$ cat config.mk
export PLATFORM = sky130hd
export DESIGN_NAME = khu_sensor_top
export DESIGN_NICKNAME = d
export VERILOG_FILES = /design/src/source/sensor_pkg.sv /design/src/source/uart_pkg.sv /design/src/source/ads1292_spi_controller.sv /design/src/source/uart_tx_serializer.sv /design/src/source/sensor_core.sv /design/src/source/khu_sensor_top.sv
export SDC_FILE = /design/constraint.sdc
export NUM_CORES = 1
export LEC_CHECK = 0
export BUFFER_PORTS_ARGS = -buffer_cell sky130_fd_sc_hd__buf_2
export CAP_MARGIN = 20
export CORE_MARGIN = 8
export CORE_UTILIZATION = 40
export CTS_CLUSTER_DIAMETER = 30
export DETAILED_ROUTE_END_ITERATION = 10
export SYNTH_ARGS = -nofsm -noshare
export SYNTH_HDL_FRONTEND = slang
export SYNTH_HIERARCHICAL = 1
export SYNTH_SLANG_ARGS = --single-unit
$ cat constraint.sdc
create_clock -name i_clk -period 9.1 [get_ports i_clk]
set_input_delay 0.91 -clock i_clk [delete_from_list [all_inputs] [get_ports i_clk]]
set_output_delay 0.91 -clock i_clk [all_outputs]
set_load 0.02 [all_outputs]
$ cat src/source/sensor_pkg.sv
// ADS1292 data types, operation codes, opcodes, register settings and SPI timing
package sensor_pkg;

	// ==================================================================
	// Data widths
	// ==================================================================
	typedef logic [7:0]  ads_byte_t;   // One SPI byte or register value
	typedef logic [23:0] ads_sample_t; // Channel sample or status word
	typedef logic [71:0] ads_frame_t;  // Status, ch1, ch2 in RDATAC order

	// Operation requested by the core from the SPI controller
	typedef enum logic [1:0] {
		ADS_OP_NONE, // No request
		ADS_OP_CMD,  // Single opcode byte
		ADS_OP_WREG, // Three byte register write
		ADS_OP_READ  // Wait for DRDY, then 72 bit frame
	} ads_op_t;

	// ==================================================================
	// Opcodes and register map
	// ==================================================================
	localparam ads_byte_t ADS_CMD_SDATAC    = 8'h11; // Stop continuous read
	localparam ads_byte_t ADS_CMD_RDATAC    = 8'h10; // Start continuous read
	localparam ads_byte_t ADS_CMD_WREG_BASE = 8'h40; // ORed with register address

	localparam ads_byte_t ADS_REG_CONFIG1 = 8'h01;
	localparam ads_byte_t ADS_VAL_CONFIG1 = 8'h02; // 500 SPS, continuous conversion
	localparam ads_byte_t ADS_REG_CH1SET  = 8'h04;
	localparam ads_byte_t ADS_VAL_CH1SET  = 8'h00; // Normal input, gain 6
	localparam ads_byte_t ADS_REG_CH2SET  = 8'h05;
	localparam ads_byte_t ADS_VAL_CH2SET  = 8'h00;

	// ==================================================================
	// Timing
	// ==================================================================
	localparam int SPI_HALF_CLKS       = 4;  // i_clk cycles per SCLK half period
	localparam int ADS_RESET_CLKS      = 16; // RESET pin low time after system reset
	localparam int ADS_SETUP_WAIT_CLKS = 32; // Core delay before first command

	// Give up on DRDY after this many cycles of a read
	localparam logic [19:0] DRDY_TIMEOUT_CLKS = 20'd4000;

endpackage

$ cat src/source/uart_pkg.sv
// UART data types, bit timing, packet length and packet header byte
package uart_pkg;

	typedef logic [7:0]  uart_byte_t;   // One 8N1 payload byte
	typedef logic [39:0] uart_packet_t; // Header plus two 16 bit samples

	// Bit period in i_clk cycles
	localparam int UART_CLKS_PER_BIT = 16;

	// Bytes per packet, sent most significant first
	localparam int UART_PACKET_BYTES = 5;

	// First byte of every packet, lets the PC find frame boundaries
	localparam uart_byte_t UART_PACKET_HEADER = 8'hAE;

endpackage

$ cat src/source/ads1292_spi_controller.sv
// ADS1292 SPI master for commands, register writes and DRDY paced frame reads
`timescale 1ns/10ps
module ads1292_spi_controller (
	input  logic                   i_clk,
	input  logic                   i_rst_n,
	// Host side
	input  sensor_pkg::ads_op_t    i_op,           // One cycle request
	input  sensor_pkg::ads_byte_t  i_command,
	input  sensor_pkg::ads_byte_t  i_reg_addr,
	input  sensor_pkg::ads_byte_t  i_data_in,
	output sensor_pkg::ads_frame_t o_data_out,     // Valid with o_rdatac_ready
	output logic                   o_rdatac_ready,
	output logic                   o_busy,
	output logic                   o_fail,         // DRDY timeout pulse
	// SPI side
	output logic                   o_spi_clk,
	input  logic                   i_spi_miso,
	output logic                   o_spi_mosi,
	input  logic                   i_drdy_n,
	output logic                   o_ads_reset_n,
	output logic                   o_ads_start,
	input  logic                   i_start_level,  // START level from core
	output logic                   o_spi_cs_n
);
	import sensor_pkg::*;

	typedef enum logic [1:0] {
		ST_IDLE,
		ST_WAIT_DRDY,
		ST_SHIFT,
		ST_CS_RELEASE
	} spi_state_t;

	spi_state_t  state;
	ads_op_t     op_q;        // Operation in progress
	logic [1:0]  div_cnt;     // SCLK half period divider
	logic [6:0]  bit_cnt;     // Falling edges seen
	logic [6:0]  last_bit;    // Index of final bit for this op
	logic [19:0] timeout_cnt;
	logic [4:0]  rst_cnt;
	ads_frame_t  shift_reg;   // TX bits out the top, MISO in the bottom
	logic        half_end;

	assign half_end   = (div_cnt == 2'(SPI_HALF_CLKS - 1));
	assign o_data_out = shift_reg; // Full frame after the last falling edge

	// Transfer length per operation
	always_comb begin
		case (op_q)
			ADS_OP_CMD:  last_bit = 7'd7;
			ADS_OP_WREG: last_bit = 7'd23;
			default:     last_bit = 7'd71;
		endcase
	end

	// ==================================================================
	// Chip reset release and START pin
	// ==================================================================
	always_ff @(posedge i_clk) begin
		if (!i_rst_n) begin
			rst_cnt       <= '0;
			o_ads_reset_n <= 1'b0; // Hold chip in reset
			o_ads_start   <= 1'b0;
		end else begin
			o_ads_start <= i_start_level;
			if (!o_ads_reset_n) begin
				if (rst_cnt == 5'(ADS_RESET_CLKS - 1))
					o_ads_reset_n <= 1'b1;
				rst_cnt <= rst_cnt + 5'd1;
			end
		end
	end

	// ==================================================================
	// Transfer FSM
	// ==================================================================
	always_ff @(posedge i_clk) begin
		if (!i_rst_n) begin
			state          <= ST_IDLE;
			op_q           <= ADS_OP_NONE;
			div_cnt        <= '0;
			bit_cnt        <= '0;
			timeout_cnt    <= '0;
			o_busy         <= 1'b0;
			o_rdatac_ready <= 1'b0;
			o_fail         <= 1'b0;
			o_spi_clk      <= 1'b0; // CPOL 0
			o_spi_mosi     <= 1'b0;
			o_spi_cs_n     <= 1'b1;
		end else begin
			o_rdatac_ready <= 1'b0;
			o_fail         <= 1'b0;
			case (state)
				ST_IDLE: begin
					if (i_op != ADS_OP_NONE) begin
						op_q        <= i_op;
						o_busy      <= 1'b1;
						div_cnt     <= '0;
						bit_cnt     <= '0;
						timeout_cnt <= '0;
						if (i_op == ADS_OP_READ) begin
							state <= ST_WAIT_DRDY;
						end else begin
							o_spi_cs_n <= 1'b0;
							state      <= ST_SHIFT;
						end
					end
				end
				ST_WAIT_DRDY: begin
					if (!i_drdy_n) begin // Frame ready on DOUT
						o_spi_cs_n <= 1'b0;
						state      <= ST_SHIFT;
					end else if (timeout_cnt == DRDY_TIMEOUT_CLKS - 20'd1) begin
						o_fail <= 1'b1;
						o_busy <= 1'b0;
						state  <= ST_IDLE;
					end else begin
						timeout_cnt <= timeout_cnt + 20'd1;
					end
				end
				ST_SHIFT: begin
					if (half_end) begin
						div_cnt   <= '0;
						o_spi_clk <= ~o_spi_clk;
						if (!o_spi_clk) begin
							o_spi_mosi <= shift_reg[71]; // Rising edge, MSB first
						end else if (bit_cnt == last_bit) begin
							state <= ST_CS_RELEASE; // Last falling edge
						end else begin
							bit_cnt <= bit_cnt + 7'd1;
						end
					end else begin
						div_cnt <= div_cnt + 2'd1;
					end
				end
				ST_CS_RELEASE: begin
					// CS held one half period past the last edge
					if (half_end) begin
						div_cnt        <= '0;
						o_spi_cs_n     <= 1'b1;
						o_spi_mosi     <= 1'b0;
						o_busy         <= 1'b0;
						o_rdatac_ready <= (op_q == ADS_OP_READ);
						state          <= ST_IDLE;
					end else begin
						div_cnt <= div_cnt + 2'd1;
					end
				end
				default: state <= ST_IDLE;
			endcase
		end
	end

	// Shift register loads in idle, samples MISO on the falling edge
	always_ff @(posedge i_clk) begin
		if (state == ST_IDLE) begin
			case (i_op)
				ADS_OP_CMD:  shift_reg <= {i_command, 64'h0};
				ADS_OP_WREG: shift_reg <= {ADS_CMD_WREG_BASE | i_reg_addr, 8'h00, i_data_in, 48'h0};
				default:     shift_reg <= '0; // Reads keep MOSI low
			endcase
		end else if (state == ST_SHIFT && half_end && o_spi_clk) begin
			shift_reg <= {shift_reg[70:0], i_spi_miso};
		end
	end

endmodule

$ cat src/source/uart_tx_serializer.sv
// UART transmitter that sends a 40 bit packet as five 8N1 bytes, MSB byte first
`timescale 1ns/10ps
module uart_tx_serializer (
	input  logic                   i_clk,
	input  logic                   i_rst_n,
	input  uart_pkg::uart_packet_t i_tx_data,
	input  logic                   i_tx_valid, // One cycle strobe
	output logic                   o_tx_ready, // Low while a packet is on the line
	output logic                   o_uart_txd
);
	import uart_pkg::*;

	uart_packet_t pkt_sr;     // Remaining bytes, current one on top
	uart_byte_t   first_byte;
	uart_byte_t   next_byte;
	logic [9:0]   frame_sr;   // Stop, data, start; bit 0 on the line
	logic [3:0]   tick_cnt;   // Cycles within one bit
	logic [3:0]   bit_idx;    // 0 start, 1..8 data, 9 stop
	logic [2:0]   byte_cnt;
	logic         accept;
	logic         bit_end;
	logic         byte_end;

	assign first_byte = i_tx_data[39:32];
	assign next_byte  = pkt_sr[31:24];
	assign accept     = i_tx_valid && o_tx_ready;
	assign bit_end    = !o_tx_ready && (tick_cnt == 4'(UART_CLKS_PER_BIT - 1));
	assign byte_end   = bit_end && (bit_idx == 4'd9);
	assign o_uart_txd = frame_sr[0];

	// ==================================================================
	// Bit and byte sequencing
	// ==================================================================
	always_ff @(posedge i_clk) begin
		if (!i_rst_n) begin
			frame_sr   <= '1; // Line idles high
			o_tx_ready <= 1'b1;
			tick_cnt   <= '0;
			bit_idx    <= '0;
			byte_cnt   <= '0;
		end else if (accept) begin
			frame_sr   <= {1'b1, first_byte, 1'b0};
			o_tx_ready <= 1'b0;
			tick_cnt   <= '0;
			bit_idx    <= '0;
			byte_cnt   <= '0;
		end else if (!o_tx_ready) begin
			if (bit_end) begin
				tick_cnt <= '0;
				if (byte_end) begin
					bit_idx <= '0;
					if (byte_cnt == 3'(UART_PACKET_BYTES - 1)) begin
						o_tx_ready <= 1'b1; // Fifth stop bit done
					end else begin
						byte_cnt <= byte_cnt + 3'd1;
						frame_sr <= {1'b1, next_byte, 1'b0};
					end
				end else begin
					bit_idx  <= bit_idx + 4'd1;
					frame_sr <= {1'b1, frame_sr[9:1]}; // LSB first
				end
			end else begin
				tick_cnt <= tick_cnt + 4'd1;
			end
		end
	end

	// Packet holding register
	always_ff @(posedge i_clk) begin
		if (accept)
			pkt_sr <= i_tx_data;
		else if (byte_end)
			pkt_sr <= {pkt_sr[31:0], 8'h00};
	end

endmodule

$ cat src/source/sensor_core.sv
// Sensor core FSM for ADS1292 setup, run/stop sequencing and UART packet building
`timescale 1ns/10ps
module sensor_core (
	input  logic                   i_clk,
	input  logic                   i_rst_n,
	input  logic                   i_run,          // Run switch level
	output logic                   o_chip_set,
	output logic                   o_run_set,
	output logic                   o_core_busy,
	output logic                   o_error,
	// ADS1292 controller
	output sensor_pkg::ads_op_t    o_ads_op,
	output sensor_pkg::ads_byte_t  o_ads_command,
	output sensor_pkg::ads_byte_t  o_ads_reg_addr,
	output sensor_pkg::ads_byte_t  o_ads_data_in,
	output logic                   o_ads_start,    // START level request
	input  sensor_pkg::ads_frame_t i_ads_data_out,
	input  logic                   i_ads_rdatac_ready,
	input  logic                   i_ads_busy,
	input  logic                   i_ads_fail,
	// UART transmitter
	output uart_pkg::uart_packet_t o_tx_data,
	output logic                   o_tx_valid,
	input  logic                   i_tx_ready
);
	import sensor_pkg::*;
	import uart_pkg::*;

	typedef enum logic [3:0] {
		ST_POR_WAIT, ST_SDATAC, ST_WREG_CFG1, ST_WREG_CH1, ST_WREG_CH2, ST_WAIT,
		ST_IDLE, ST_RDATAC, ST_READ, ST_RUN_WAIT, ST_STOP
	} core_state_t;

	core_state_t state;
	core_state_t ret_state;  // Where a wait state goes next
	logic        wait_hold;  // Skip cycle until busy rises
	logic [4:0]  por_cnt;
	ads_sample_t ch1_sample;
	ads_sample_t ch2_sample;

	assign ch1_sample  = i_ads_data_out[47:24];
	assign ch2_sample  = i_ads_data_out[23:0];
	assign o_core_busy = (state != ST_IDLE) && (state != ST_RUN_WAIT);

	// ==================================================================
	// Sequencer
	// ==================================================================
	always_ff @(posedge i_clk) begin
		if (!i_rst_n) begin
			state       <= ST_POR_WAIT;
			ret_state   <= ST_POR_WAIT;
			wait_hold   <= 1'b0;
			por_cnt     <= '0;
			o_ads_op    <= ADS_OP_NONE;
			o_ads_start <= 1'b0;
			o_chip_set  <= 1'b0;
			o_run_set   <= 1'b0;
			o_tx_valid  <= 1'b0;
			o_error     <= 1'b0;
		end else begin
			o_ads_op   <= ADS_OP_NONE;
			o_tx_valid <= 1'b0;
			if (i_ads_fail)
				o_error <= 1'b1; // Sticky until reset
			if (i_ads_rdatac_ready && i_tx_ready)
				o_tx_valid <= 1'b1; // Frame dropped when UART is busy
			case (state)
				ST_POR_WAIT: begin
					por_cnt <= por_cnt + 5'd1;
					if (por_cnt == 5'(ADS_SETUP_WAIT_CLKS - 1))
						state <= ST_SDATAC;
				end
				ST_SDATAC, ST_WREG_CFG1, ST_WREG_CH1, ST_WREG_CH2: begin
					if (!i_ads_busy) begin
						o_ads_op  <= (state == ST_SDATAC) ? ADS_OP_CMD : ADS_OP_WREG;
						wait_hold <= 1'b1;
						state     <= ST_WAIT;
						case (state)
							ST_SDATAC:    ret_state <= ST_WREG_CFG1;
							ST_WREG_CFG1: ret_state <= ST_WREG_CH1;
							ST_WREG_CH1:  ret_state <= ST_WREG_CH2;
							default:      ret_state <= ST_IDLE;
						endcase
					end
				end
				ST_WAIT, ST_RUN_WAIT: begin
					if (wait_hold)
						wait_hold <= 1'b0;
					else if (!i_ads_busy)
						state <= ret_state;
				end
				ST_IDLE: begin
					o_chip_set <= 1'b1; // Setup done
					o_run_set  <= 1'b0;
					if (i_run)
						state <= ST_RDATAC;
				end
				ST_RDATAC: begin
					if (!i_ads_busy) begin
						o_ads_op    <= ADS_OP_CMD;
						o_run_set   <= 1'b1;
						o_ads_start <= 1'b1; // Conversions begin
						ret_state   <= ST_READ;
						wait_hold   <= 1'b1;
						state       <= ST_WAIT;
					end
				end
				ST_READ: begin
					if (!i_run) begin
						state <= ST_STOP;
					end else if (!i_ads_busy) begin
						o_ads_op  <= ADS_OP_READ;
						ret_state <= ST_READ;
						wait_hold <= 1'b1;
						state     <= ST_RUN_WAIT;
					end
				end
				ST_STOP: begin
					o_ads_start <= 1'b0;
					if (!i_ads_busy) begin
						o_ads_op  <= ADS_OP_CMD; // SDATAC
						ret_state <= ST_IDLE;
						wait_hold <= 1'b1;
						state     <= ST_WAIT;
					end
				end
				default: state <= ST_POR_WAIT;
			endcase
		end
	end

	// Request payload and packet register
	always_ff @(posedge i_clk) begin
		case (state)
			ST_SDATAC, ST_STOP: o_ads_command <= ADS_CMD_SDATAC;
			ST_RDATAC:          o_ads_command <= ADS_CMD_RDATAC;
			ST_WREG_CFG1: begin
				o_ads_reg_addr <= ADS_REG_CONFIG1;
				o_ads_data_in  <= ADS_VAL_CONFIG1;
			end
			ST_WREG_CH1: begin
				o_ads_reg_addr <= ADS_REG_CH1SET;
				o_ads_data_in  <= ADS_VAL_CH1SET;
			end
			ST_WREG_CH2: begin
				o_ads_reg_addr <= ADS_REG_CH2SET;
				o_ads_data_in  <= ADS_VAL_CH2SET;
			end
			default: ;
		endcase
		// Header, then top 16 bits of each channel
		if (i_ads_rdatac_ready)
			o_tx_data <= {UART_PACKET_HEADER, ch1_sample[23:8], ch2_sample[23:8]};
	end

endmodule

$ cat src/source/khu_sensor_top.sv
// Top level connecting the sensor core, ADS1292 SPI controller and UART transmitter
`timescale 1ns/10ps
module khu_sensor_top (
	input  logic i_clk,
	input  logic i_rst_n,
	input  logic i_run,         // Run switch
	output logic o_chip_set,    // Status outputs
	output logic o_run_set,
	output logic o_core_busy,
	output logic o_error,
	output logic o_uart_txd,    // To PC
	output logic o_ads_sclk,    // ADS1292 SPI
	input  logic i_ads_miso,
	output logic o_ads_mosi,
	input  logic i_ads_drdy_n,
	output logic o_ads_reset_n,
	output logic o_ads_start,
	output logic o_ads_cs_n
);
	import sensor_pkg::*;
	import uart_pkg::*;

	// ==================================================================
	// Core to SPI controller
	// ==================================================================
	ads_op_t      w_ads_op;
	ads_byte_t    w_ads_command;
	ads_byte_t    w_ads_reg_addr;
	ads_byte_t    w_ads_data_in;
	ads_frame_t   w_ads_data_out;
	logic         w_ads_rdatac_ready;
	logic         w_ads_busy;
	logic         w_ads_fail;
	logic         w_start_level;

	// Core to UART
	uart_packet_t w_tx_data;
	logic         w_tx_valid;
	logic         w_tx_ready;

	sensor_core sensor_core (
		.i_clk              (i_clk),
		.i_rst_n            (i_rst_n),
		.i_run              (i_run),
		.o_chip_set         (o_chip_set),
		.o_run_set          (o_run_set),
		.o_core_busy        (o_core_busy),
		.o_error            (o_error),
		.o_ads_op           (w_ads_op),
		.o_ads_command      (w_ads_command),
		.o_ads_reg_addr     (w_ads_reg_addr),
		.o_ads_data_in      (w_ads_data_in),
		.o_ads_start        (w_start_level),
		.i_ads_data_out     (w_ads_data_out),
		.i_ads_rdatac_ready (w_ads_rdatac_ready),
		.i_ads_busy         (w_ads_busy),
		.i_ads_fail         (w_ads_fail),
		.o_tx_data          (w_tx_data),
		.o_tx_valid         (w_tx_valid),
		.i_tx_ready         (w_tx_ready)
	);

	ads1292_spi_controller ads1292_spi_controller (
		.i_clk          (i_clk),
		.i_rst_n        (i_rst_n),
		.i_op           (w_ads_op),
		.i_command      (w_ads_command),
		.i_reg_addr     (w_ads_reg_addr),
		.i_data_in      (w_ads_data_in),
		.o_data_out     (w_ads_data_out),
		.o_rdatac_ready (w_ads_rdatac_ready),
		.o_busy         (w_ads_busy),
		.o_fail         (w_ads_fail),
		.o_spi_clk      (o_ads_sclk),
		.i_spi_miso     (i_ads_miso),
		.o_spi_mosi     (o_ads_mosi),
		.i_drdy_n       (i_ads_drdy_n),  // Active low data ready
		.o_ads_reset_n  (o_ads_reset_n),
		.o_ads_start    (o_ads_start),
		.i_start_level  (w_start_level),
		.o_spi_cs_n     (o_ads_cs_n)
	);

	uart_tx_serializer uart_tx_serializer (
		.i_clk      (i_clk),
		.i_rst_n    (i_rst_n),
		.i_tx_data  (w_tx_data),
		.i_tx_valid (w_tx_valid),
		.o_tx_ready (w_tx_ready),
		.o_uart_txd (o_uart_txd)
	);

endmodule

; ---- Yosys cells after proc, flatten, opt, wreduce, memory -nomap -nowiden
; Cells that the tools add are included.
[totals]
register_bits = 249
inputBits = 5
out_inout_bits = 10
word_cells = 242
[op_classes]
add_sub_neg = 8
eq_ne = 55
muxes = 85
n_bitwise = 4
reduce_logical = 54
[op_table]
columns = operator, count
row1 = 72-bit two-way mux, 2
row2 = 72-bit one-hot mux with 2 select lines, 1
row3 = 32-bit two-way mux, 2
row4 = 20-bit two-way mux, 3
row5 = 4-bit two-way mux, 13
row6 = 20-bit one-hot mux with 2 select lines, 1
row7 = 2-bit != test (second input constant), 16
row8 = 8-bit one-hot mux with 2 select lines, 2
row9 = 2-bit two-way mux, 14
row10 = 7-bit two-way mux, 4
row11 = 7-bit one-hot mux with 2 select lines, 2
row12 = 9-bit two-way mux, 3
row13 = 8-bit one-hot mux with 3 select lines, 1
row14 = 2-bit nonzero test, 12
row15 = 1-bit two-way mux, 23
row16 = 20-bit by 1-bit adder with 20-bit output (second input constant), 1
row17 = 20-bit by 12-bit equality test with 1-bit output (second input constant), 1
row18 = 4-bit equality test (second input constant), 5
row19 = 10-bit two-way mux, 2
row20 = 4-bit one-hot mux with 5 select lines, 1
row21 = 4-bit by 3-bit equality test with 1-bit output (second input constant), 4
row22 = 4-bit one-hot mux with 4 select lines, 1
row23 = 4-bit AND reduction, 4
row24 = 5-bit AND reduction, 3
row25 = other kinds (37), 85

; ---- Logic depth before layout (Yosys ltp)
; Gate-level depths: netlist (run 1).
[depth]
ltp_word = 7
depth_mapped = 8
depth_no_buf = 7

; ---- Hierarchy
; Netlist (run 1), hierarchy kept.
[by_module_without_submodules]
columns = mod, n_inst, cells_per_inst, area_per_inst_um2, seq_area_each_um2
row1 = ads1292_spi_controller, 1, 484, 5271.3, 3083.0
row2 = sensor_core, 1, 225, 2547.4, 1501.4
row3 = uart_tx_serializer, 1, 248, 2491.1, 1381.3

; ---- Least setup slack after synthesis (run 1)
; No wires, ideal clock.
[synth_path]
path_kind = register to register
start = reg uart_tx_serializer.tick_cnt[0]
end = reg uart_tx_serializer.pkt_sr[0] (enable)
setup_time_ns = 0.466
arrival_ns = 3.217
required_time_ns = 8.634
slack_ns = 5.417
stages_incl_launch_ff = 5
n_path_buf = 1
period_less_slack_ns = 3.683
cell_sequence = dfxtp_1 > ha_1 > nand4b_4 > buf_2 > o21ai_0
[synth_between]
elab_chain_len = 4
[synth_rtl]
columns = element, line_no
row1 = from (decl), uart_tx_serializer.sv:17  ; logic [3:0] tick_cnt;
row2 = from (signal assigned), uart_tx_serializer.sv:63  ; tick_cnt <= tick_cnt + 4'd1;
row3 = 4-bit equality test, uart_tx_serializer.sv:27  ; assign bit_end = !o_tx_ready && (tick_cnt == 4'(UART_CLKS_PER_BIT - 1));
row4 = 1-bit logical AND, uart_tx_serializer.sv:27
row5 = 1-bit logical AND, uart_tx_serializer.sv:28  ; assign byte_end = bit_end && (bit_idx == 4'd9);
row6 = 2-bit nonzero test (no source line), n/a
row7 = to (signal assigned), uart_tx_serializer.sv:71  ; pkt_sr <= i_tx_data;
row8 = to (signal assigned), uart_tx_serializer.sv:73  ; pkt_sr <= {pkt_sr[31:0], 8'h00};
row9 = to (decl), uart_tx_serializer.sv:13  ; uart_packet_t pkt_sr;
; No other way between the ends.
; A chain may end at the register's enable or synchronous reset.

; ---- Worst setup path after layout (run 1)
[layout_path]
start = reg sensor_core.state[1]
end = out o_core_busy
[layout_between]
elab_chain_len = 2
elab_cells_between_ends = 3
classes_between = eq/ne (2) / reduce/logical (1)
[layout_rtl]
columns = element, line_no
row1 = from (decl), sensor_core.sv:34  ; core_state_t state;
row2 = from (signal assigned), sensor_core.sv:90  ; state <= ret_state;
row3 = 4-bit by 3-bit != test with 1-bit output / 4-bit != test (equally long branches), sensor_core.sv:43  ; assign o_core_busy = (state != ST_IDLE) && (state != ST_RUN_WAIT);
row4 = 1-bit logical AND (*), sensor_core.sv:43
row5 = to (decl), khu_sensor_top.sv:9  ; output logic o_core_busy,
; Every way passes the cells marked *; elsewhere a longest branch is shown, timed or not.

==> impl_metrics.py, run 1 <==
metrics = {
    "hold_path": {
        "min_path_cells": 0,
        "min_from": "ads1292_spi_controller/o_data_out[36]$_SDFFCE_PP0P_",
        "hold_class": "reg2reg",
        "worstHoldEndpoint": "sensor_core/o_tx_data[20]$_DFFE_PP_",
    },
    "detailed_routing": {
        "drt-wirelength-per-cell_um": 13.9,
        "detailroute.via_count": 6700,
        "remaining_drc_errors": 0,
        "ant_nets": 0,
        "initialDrtViolationCount": 351,
        "drt_pre_antenna_iters": 4,
        "routed_wirelength_mm": 18.7,
        "post_drt_via_cell_ratio": 4.98,
    },
    "cells_and_area": {
        "mostFrequentLayoutCell": "edfxtp_1",
        "layout.cells.most_common_list": "140 x edfxtp_1, 133 x nand2_1, 88 x dfxtp_1",
        "fin_util": 0.483,
        "finish.net_count": 1002,
        "final_layout_size_suffix_gt1_frac": 0.134,
        "insertedDiodeCount": 0,
        "areaGrowthSynthToFinish_pct": 18.3,
    },
    "setup_path": {
        "worstPathMaxFanout": 28,
        "timing.reg2reg.worst_path_depth": 8,
        "worst_ep_required_time_ps": 8190,
        "timing.reg2reg.setup_slack_ps": 6430,
        "critical_path_type": "reg2out",
        "rr_startpoint": "ads1292_spi_controller/state[0]$_SDFFE_PN0P_",
        "crit_path_start_kind": "register",
        "worst_ep_arrival_time_ps": 2330,
        "reg2reg_to": "ads1292_spi_controller/timeout_cnt[7]$_SDFFE_PN0P_",
        "critical_path.endpoint_type": "output pin",
    },
    "sta": {
        "skew_ps": 25.2,
        "max_clock_freq_ghz": 0.309,
        "slew_headroom": 0.391,
        "tns_ps": 0,
        "least_margin_pin_slew_ps": 913,
        "report.final.slew_viol_count": 0,
        "worst_hold_margin_ps": 435,
        "hold_violations": 0,
        "setup_viol": 0,
        "fin_crit_sh": 0.356,
        "min_period_ps": 3240,
        "grt_setup_unrepaired": "false",
    },
    "global_routing": {
        "first_pass_grt_wire_length_mm": 32.1,
        "global_route_overflow": 0,
        "antenna_violations_before_repair": 0,
        "grt_start_max_net_pins": 87,
        "grt_pass1_vias": 6504,
        "grt_usage": 0.122,
    },
    "floorplanning": {
        "initial_core_util": 0.408,
        "placeable_core_area_um2": 25300,
        "die_area_um2": 31100,
        "top_level_ports": 15,
        "chipWidth_um": 176,
        "fp.dieH_um": 176,
        "placementRows": 58,
    },
    "clock_tree": {
        "maximum_level_of_the_cts_h_tree": 2,
        "cts.repair.resized": 0,
        "number_of_buffers_inserted_during_clock_tree_synthesis": 50,
        "cts-root-buf": "clkbuf_16",
        "cts_hold_repair.buffers": 0,
        "cts_max_path_buffers": 3,
        "post_cts.repair.setup_buffers": 0,
        "cts.sink_count": 228,
        "cts_tree": "built",
        "path_clk_slew_ps": 50,
        "clock_latency_ps": 540,
    },
    "power": {
        "leakagePower_nw": 4.66,
        "power.combinational.fraction": 0.097,
        "share_of_power_burned_in_the_clock_network": 0.508,
        "power_switching_mw": 0.893,
        "total_power_per_unit_cell_area_nw_per_um2": 285,
        "power_switching_share": 0.257,
        "power.internal_mw": 2.58,
        "share_seq_of_total_power": 0.395,
        "power.ir.vdd_worst_mv": 0.182,
    },
    "flow_run": {
        "maximum_capacitance_violations": 0,
    },
    "status": {
        "run_status": "completed",
    },
    "synthesis": {
        "synthesis.instances": 956,
        "postSynthAreaPerCell_um2": 10.8,
        "syn-cell-area_um2": 10300,
        "yosys_warnings": 6,
    },
    "placement": {
        "gp_congestion": 0.813,
        "io_buffer_count": 14,
        "post-dp-hpwl_mm": 10.9,
    },
}
-- registers in the layout, indices dropped and copies added, names as in the netlist, 2 cells and up --
register and flops:
ads1292_spi_controller/bit_cnt 7, ads1292_spi_controller/div_cnt 2, ads1292_spi_controller/o_data_out 72, ads1292_spi_controller/op_q 2, ads1292_spi_controller/rst_cnt 5, ads1292_spi_controller/state 2
ads1292_spi_controller/timeout_cnt 20, sensor_core/o_ads_op 2, sensor_core/o_ads_reg_addr 2, sensor_core/o_tx_data 32, sensor_core/por_cnt 5, sensor_core/ret_state 4
sensor_core/state 4, uart_tx_serializer/bit_idx 4, uart_tx_serializer/byte_cnt 3, uart_tx_serializer/frame_sr 9, uart_tx_serializer/pkt_sr 32, uart_tx_serializer/tick_cnt 4
-- power by group through the flow --
stage / Sequential [mW] / Combinational (mW) / Clock (mW)
after floorplan: 1.35 / 0.288 / 0
after global placement: 1.39 / 0.337 / 0
after detailed placement: 1.38 / 0.336 / 0
after CTS: 1.37 / 0.339 / 1.81
after global routing: 1.39 / 0.375 / 1.86
final: 1.37 / 0.336 / 1.76
-- critical path, cell delays in order (launching register included) --
cell and delay (ps):
dfxtp_1 890, nand2_1 180, nor3_1 440, a31oi_1 70, buf_2 200
-- routing by layer --
metal / wire, um / global-route usage / vias to the layer above
met5: 0 / 0 / -
met4: 445 / 0.0497 / 0
met3: 795 / 0.0301 / 41
met2: 8380 / 0.187 / 107
met1: 9120 / 0.164 / 3143
li1: - / - / 3409
-- metrics by stage --
stage,cells,power [mW],worst slack (ps),instance area (um^2)
after floorplan,981,1.63,5420,10400
after global placement,1253,1.72,6460,10500
after detailed placement,1253,1.72,6390,10500
after CTS,1346,3.52,5870,12200
after global routing,1346,3.62,5660,12200
final,1346,3.47,5860,12200
-- worst max path at each step --
| stage | start | to | cells after the start | slack (ps) |
|---|---|---|---|---|
| 3_5_place_dp | ads1292_spi_controller/state[0]$_SDFFE_PN0P_ | ads1292_spi_controller/timeout_cnt[7]$_SDFFE_PN0P_ | 8 | 6390 |
| 5_1_grt | sensor_core/state[1]$_SDFFE_PN0P_ | o_core_busy | 4 | 5660 |
| 6_report | sensor_core/state[1]$_SDFFE_PN0P_ | o_core_busy | 4 | 5860 |
| 3_3_place_gp | ads1292_spi_controller/state[0]$_SDFFE_PN0P_ | ads1292_spi_controller/timeout_cnt[7]$_SDFFE_PN0P_ | 8 | 6460 |
| 2_1_floorplan | uart_tx_serializer/tick_cnt[0]$_SDFFE_PP0N_ | uart_tx_serializer/pkt_sr[0]$_SDFFCE_PP0P_ | 4 | 5420 |
| 4_1_cts | sensor_core/state[1]$_SDFFE_PN0P_ | o_core_busy | 4 | 5870 |
-- area by class of cell --
cell class	instances	area (um^2)
inverter	35	131
clock inverter	38	412
multi-input combinational	638	3860
fill	2296	13100
timing repair buffer	22	130
sequential	228	5970
tap	330	413
clock buffer	55	1280
(Power assumes the default switching activity.)
==> run 2, diff against run 1 <==
==> constraint.sdc (replaced) <==
create_clock -name i_clk -period 3.33 [get_ports i_clk]
set_input_delay 0.333 -clock i_clk [delete_from_list [all_inputs] [get_ports i_clk]]
set_output_delay 0.333 -clock i_clk [all_outputs]
set_load 0.02 [all_outputs]
==> impl_metrics.py, run 2 (same netlist as run 1, synthesis figures left out) <==
metrics = {
    "power": {
        "total_power_per_unit_cell_area_nw_per_um2": 790,
        "power.ir.vdd_worst_mv": 0.542,
        "total_power_mw": 9.74,
        "leakagePower_nw": 4.66,
    },
    "global_routing": {
        "global_route_overflow": 0,
        "antenna_violations_before_repair": 0,
        "grt_usage": 0.124,
        "grt_pass1_vias": 6773,
        "first_pass_grt_wire_length_mm": 32.6,
        "grt_start_max_net_pins": 44,
    },
    "sta": {
        "min_period_ps": 2670,
        "tns_ps": 0,
        "fin_crit_sh": 0.802,
        "hold_violations": 0,
        "grt_setup_unrepaired": "false",
        "least_margin_pin_slew_ps": 891,
        "report.final.slew_viol_count": 0,
        "skew_ps": 25.1,
        "worst_hold_margin_ps": 119,
        "setup_slack_ps": 660,
        "slew_headroom": 0.405,
        "max_clock_freq_ghz": 0.375,
        "setup_viol": 0,
    },
    "cells_and_area": {
        "final_layout_size_suffix_gt1_frac": 0.137,
        "multi_input_area_um2": 3860,
        "nFillCells": 2274,
        "finish.net_count": 1009,
        "cell_area_after_layout_um2": 12300,
        "mostFrequentLayoutCell": "edfxtp_1",
        "largest_register_ff_count": 72,
        "ff_latch_area_um2": 5970,
        "insertedDiodeCount": 0,
        "areaGrowthSynthToFinish_pct": 19.6,
        "layout.cells.most_common_list": "140 x edfxtp_1, 133 x nand2_1, 88 x dfxtp_1",
        "layoutNonFillerInstCount": 1354,
        "fin_util": 0.488,
    },
    "detailed_routing": {
        "initialDrtViolationCount": 253,
        "ant_nets": 0,
        "post_drt_via_cell_ratio": 4.96,
        "remaining_drc_errors": 0,
        "drt_pre_antenna_iters": 4,
        "routed_wirelength_mm": 19.2,
        "drt-wirelength-per-cell_um": 14.2,
        "detailroute.via_count": 6721,
    },
    "flow_run": {
        "maximum_capacitance_violations": 0,
    },
    "setup_path": {
        "capturing_instance_or_port_of_the_critical_path": "o_core_busy",
        "worst_ep_required_time_ps": 3000,
        "critical_path_type": "reg2out",
        "timing.reg2reg.worst_path_depth": 5,
        "crit_path_start_kind": "register",
        "crit_path_start": "sensor_core/state[1]$_SDFFE_PN0P_",
        "slowest_stage": "dfxtp_1",
        "rr_startpoint": "ads1292_spi_controller/state[0]$_SDFFE_PN0P_",
        "timing.reg2reg.setup_slack_ps": 1060,
        "worstPathMaxFanout": 28,
        "worst_ep_arrival_time_ps": 2340,
        "timing.critical_path.cells": "nand2_1, nor3_1, a31oi_1, buf_2",
        "reg2reg_to": "ads1292_spi_controller/o_data_out[49]$_DFFE_PP_",
        "critPathMaxStageDelay_ps": 900,
        "critical_path.endpoint_type": "output pin",
    },
    "floorplanning": {
        "placeable_core_area_um2": 25300,
        "top_level_ports": 15,
        "fp.dieH_um": 176,
        "die_area_um2": 31100,
        "chipWidth_um": 176,
        "placementRows": 58,
        "initial_core_util": 0.408,
    },
    "placement": {
        "pre_cts_worst_setup_slack_ps": 1010,
        "io_buffer_count": 14,
        "post-place-cells": 1259,
        "post-dp-hpwl_mm": 11.4,
        "placed_area_um2": 10600,
        "gp_congestion": 0.810,
    },
    "hold_path": {
        "hold_class": "in2reg",
        "min_path_cells": 2,
    },
    "clock_tree": {
        "cts_tree": "built",
        "maximum_level_of_the_cts_h_tree": 2,
        "cts.repair.resized": 0,
        "cts_hold_repair.buffers": 0,
        "path_clk_slew_ps": 50,
        "post_cts.repair.setup_buffers": 0,
        "cts.sink_count": 228,
        "number_of_buffers_inserted_during_clock_tree_synthesis": 51,
        "cts_max_path_buffers": 3,
        "clock_latency_ps": 540,
        "cts-root-buf": "clkbuf_16",
    },
    "status": {
        "run_status": "completed",
    },
}
[run 2: cell types whose count changed in the layout (fill, tap and decap cells not counted), moves of 2 or more]
cell       delta
buf_4         +4
clkinv_1      +5
bufinv_16     +2
buf_12        +2
clkinv_2      -4
clkbuf_16     +2
[run 2: where the power goes]
group / switching (mW) / internal, mW
combinational: 0.654 / 0.374
sequential: 0.183 / 3.52
clock: 1.61 / 3.41
total: 2.45 / 7.30
[run 2: how the worst min path moves through the flow]
stage / from / to
2_1_floorplan: ads1292_spi_controller/o_fail$_SDFF_PN0_ / sensor_core/o_error$_SDFFE_PN0P_
3_3_place_gp: ads1292_spi_controller/o_data_out[32]$_SDFFCE_PP0P_ / sensor_core/o_tx_data[16]$_DFFE_PP_
3_5_place_dp: ads1292_spi_controller/o_data_out[15]$_SDFFCE_PP0P_ / sensor_core/o_tx_data[7]$_DFFE_PP_
4_1_cts: i_ads_miso / ads1292_spi_controller/o_data_out[0]$_SDFFCE_PP0P_
5_1_grt: i_ads_drdy_n / ads1292_spi_controller/o_fail$_SDFF_PN0_
6_report: i_ads_miso / ads1292_spi_controller/o_data_out[0]$_SDFFCE_PP0P_
[run 2: critical path, delay by kind of cell, from the launching register on]
| kind | cells | cell delay, ps |
|---|---|---|
| flops | 1 | 900 |
| buf+inv | 1 | 180 |
| compound gates | 1 | 70 |
| simple gates | 2 | 640 |
[run 2: routing by layer]
metal / part of all wire / GRT usage
met4: 0.018 / 0.0445
met1: 0.48 / 0.157
met3: 0.043 / 0.0299
met2: 0.46 / 0.202
met5: 0 / 0
[run 2: area by class of cell]
cell class,instances,share of cell area
flip-flops and latches,228,0.484
inverters,35,0.0107
well taps,330,0.0335
repair buffers,28,0.0162
multi-input cells,638,0.313
clock buffers,55,0.106
clock inverters,40,0.0360
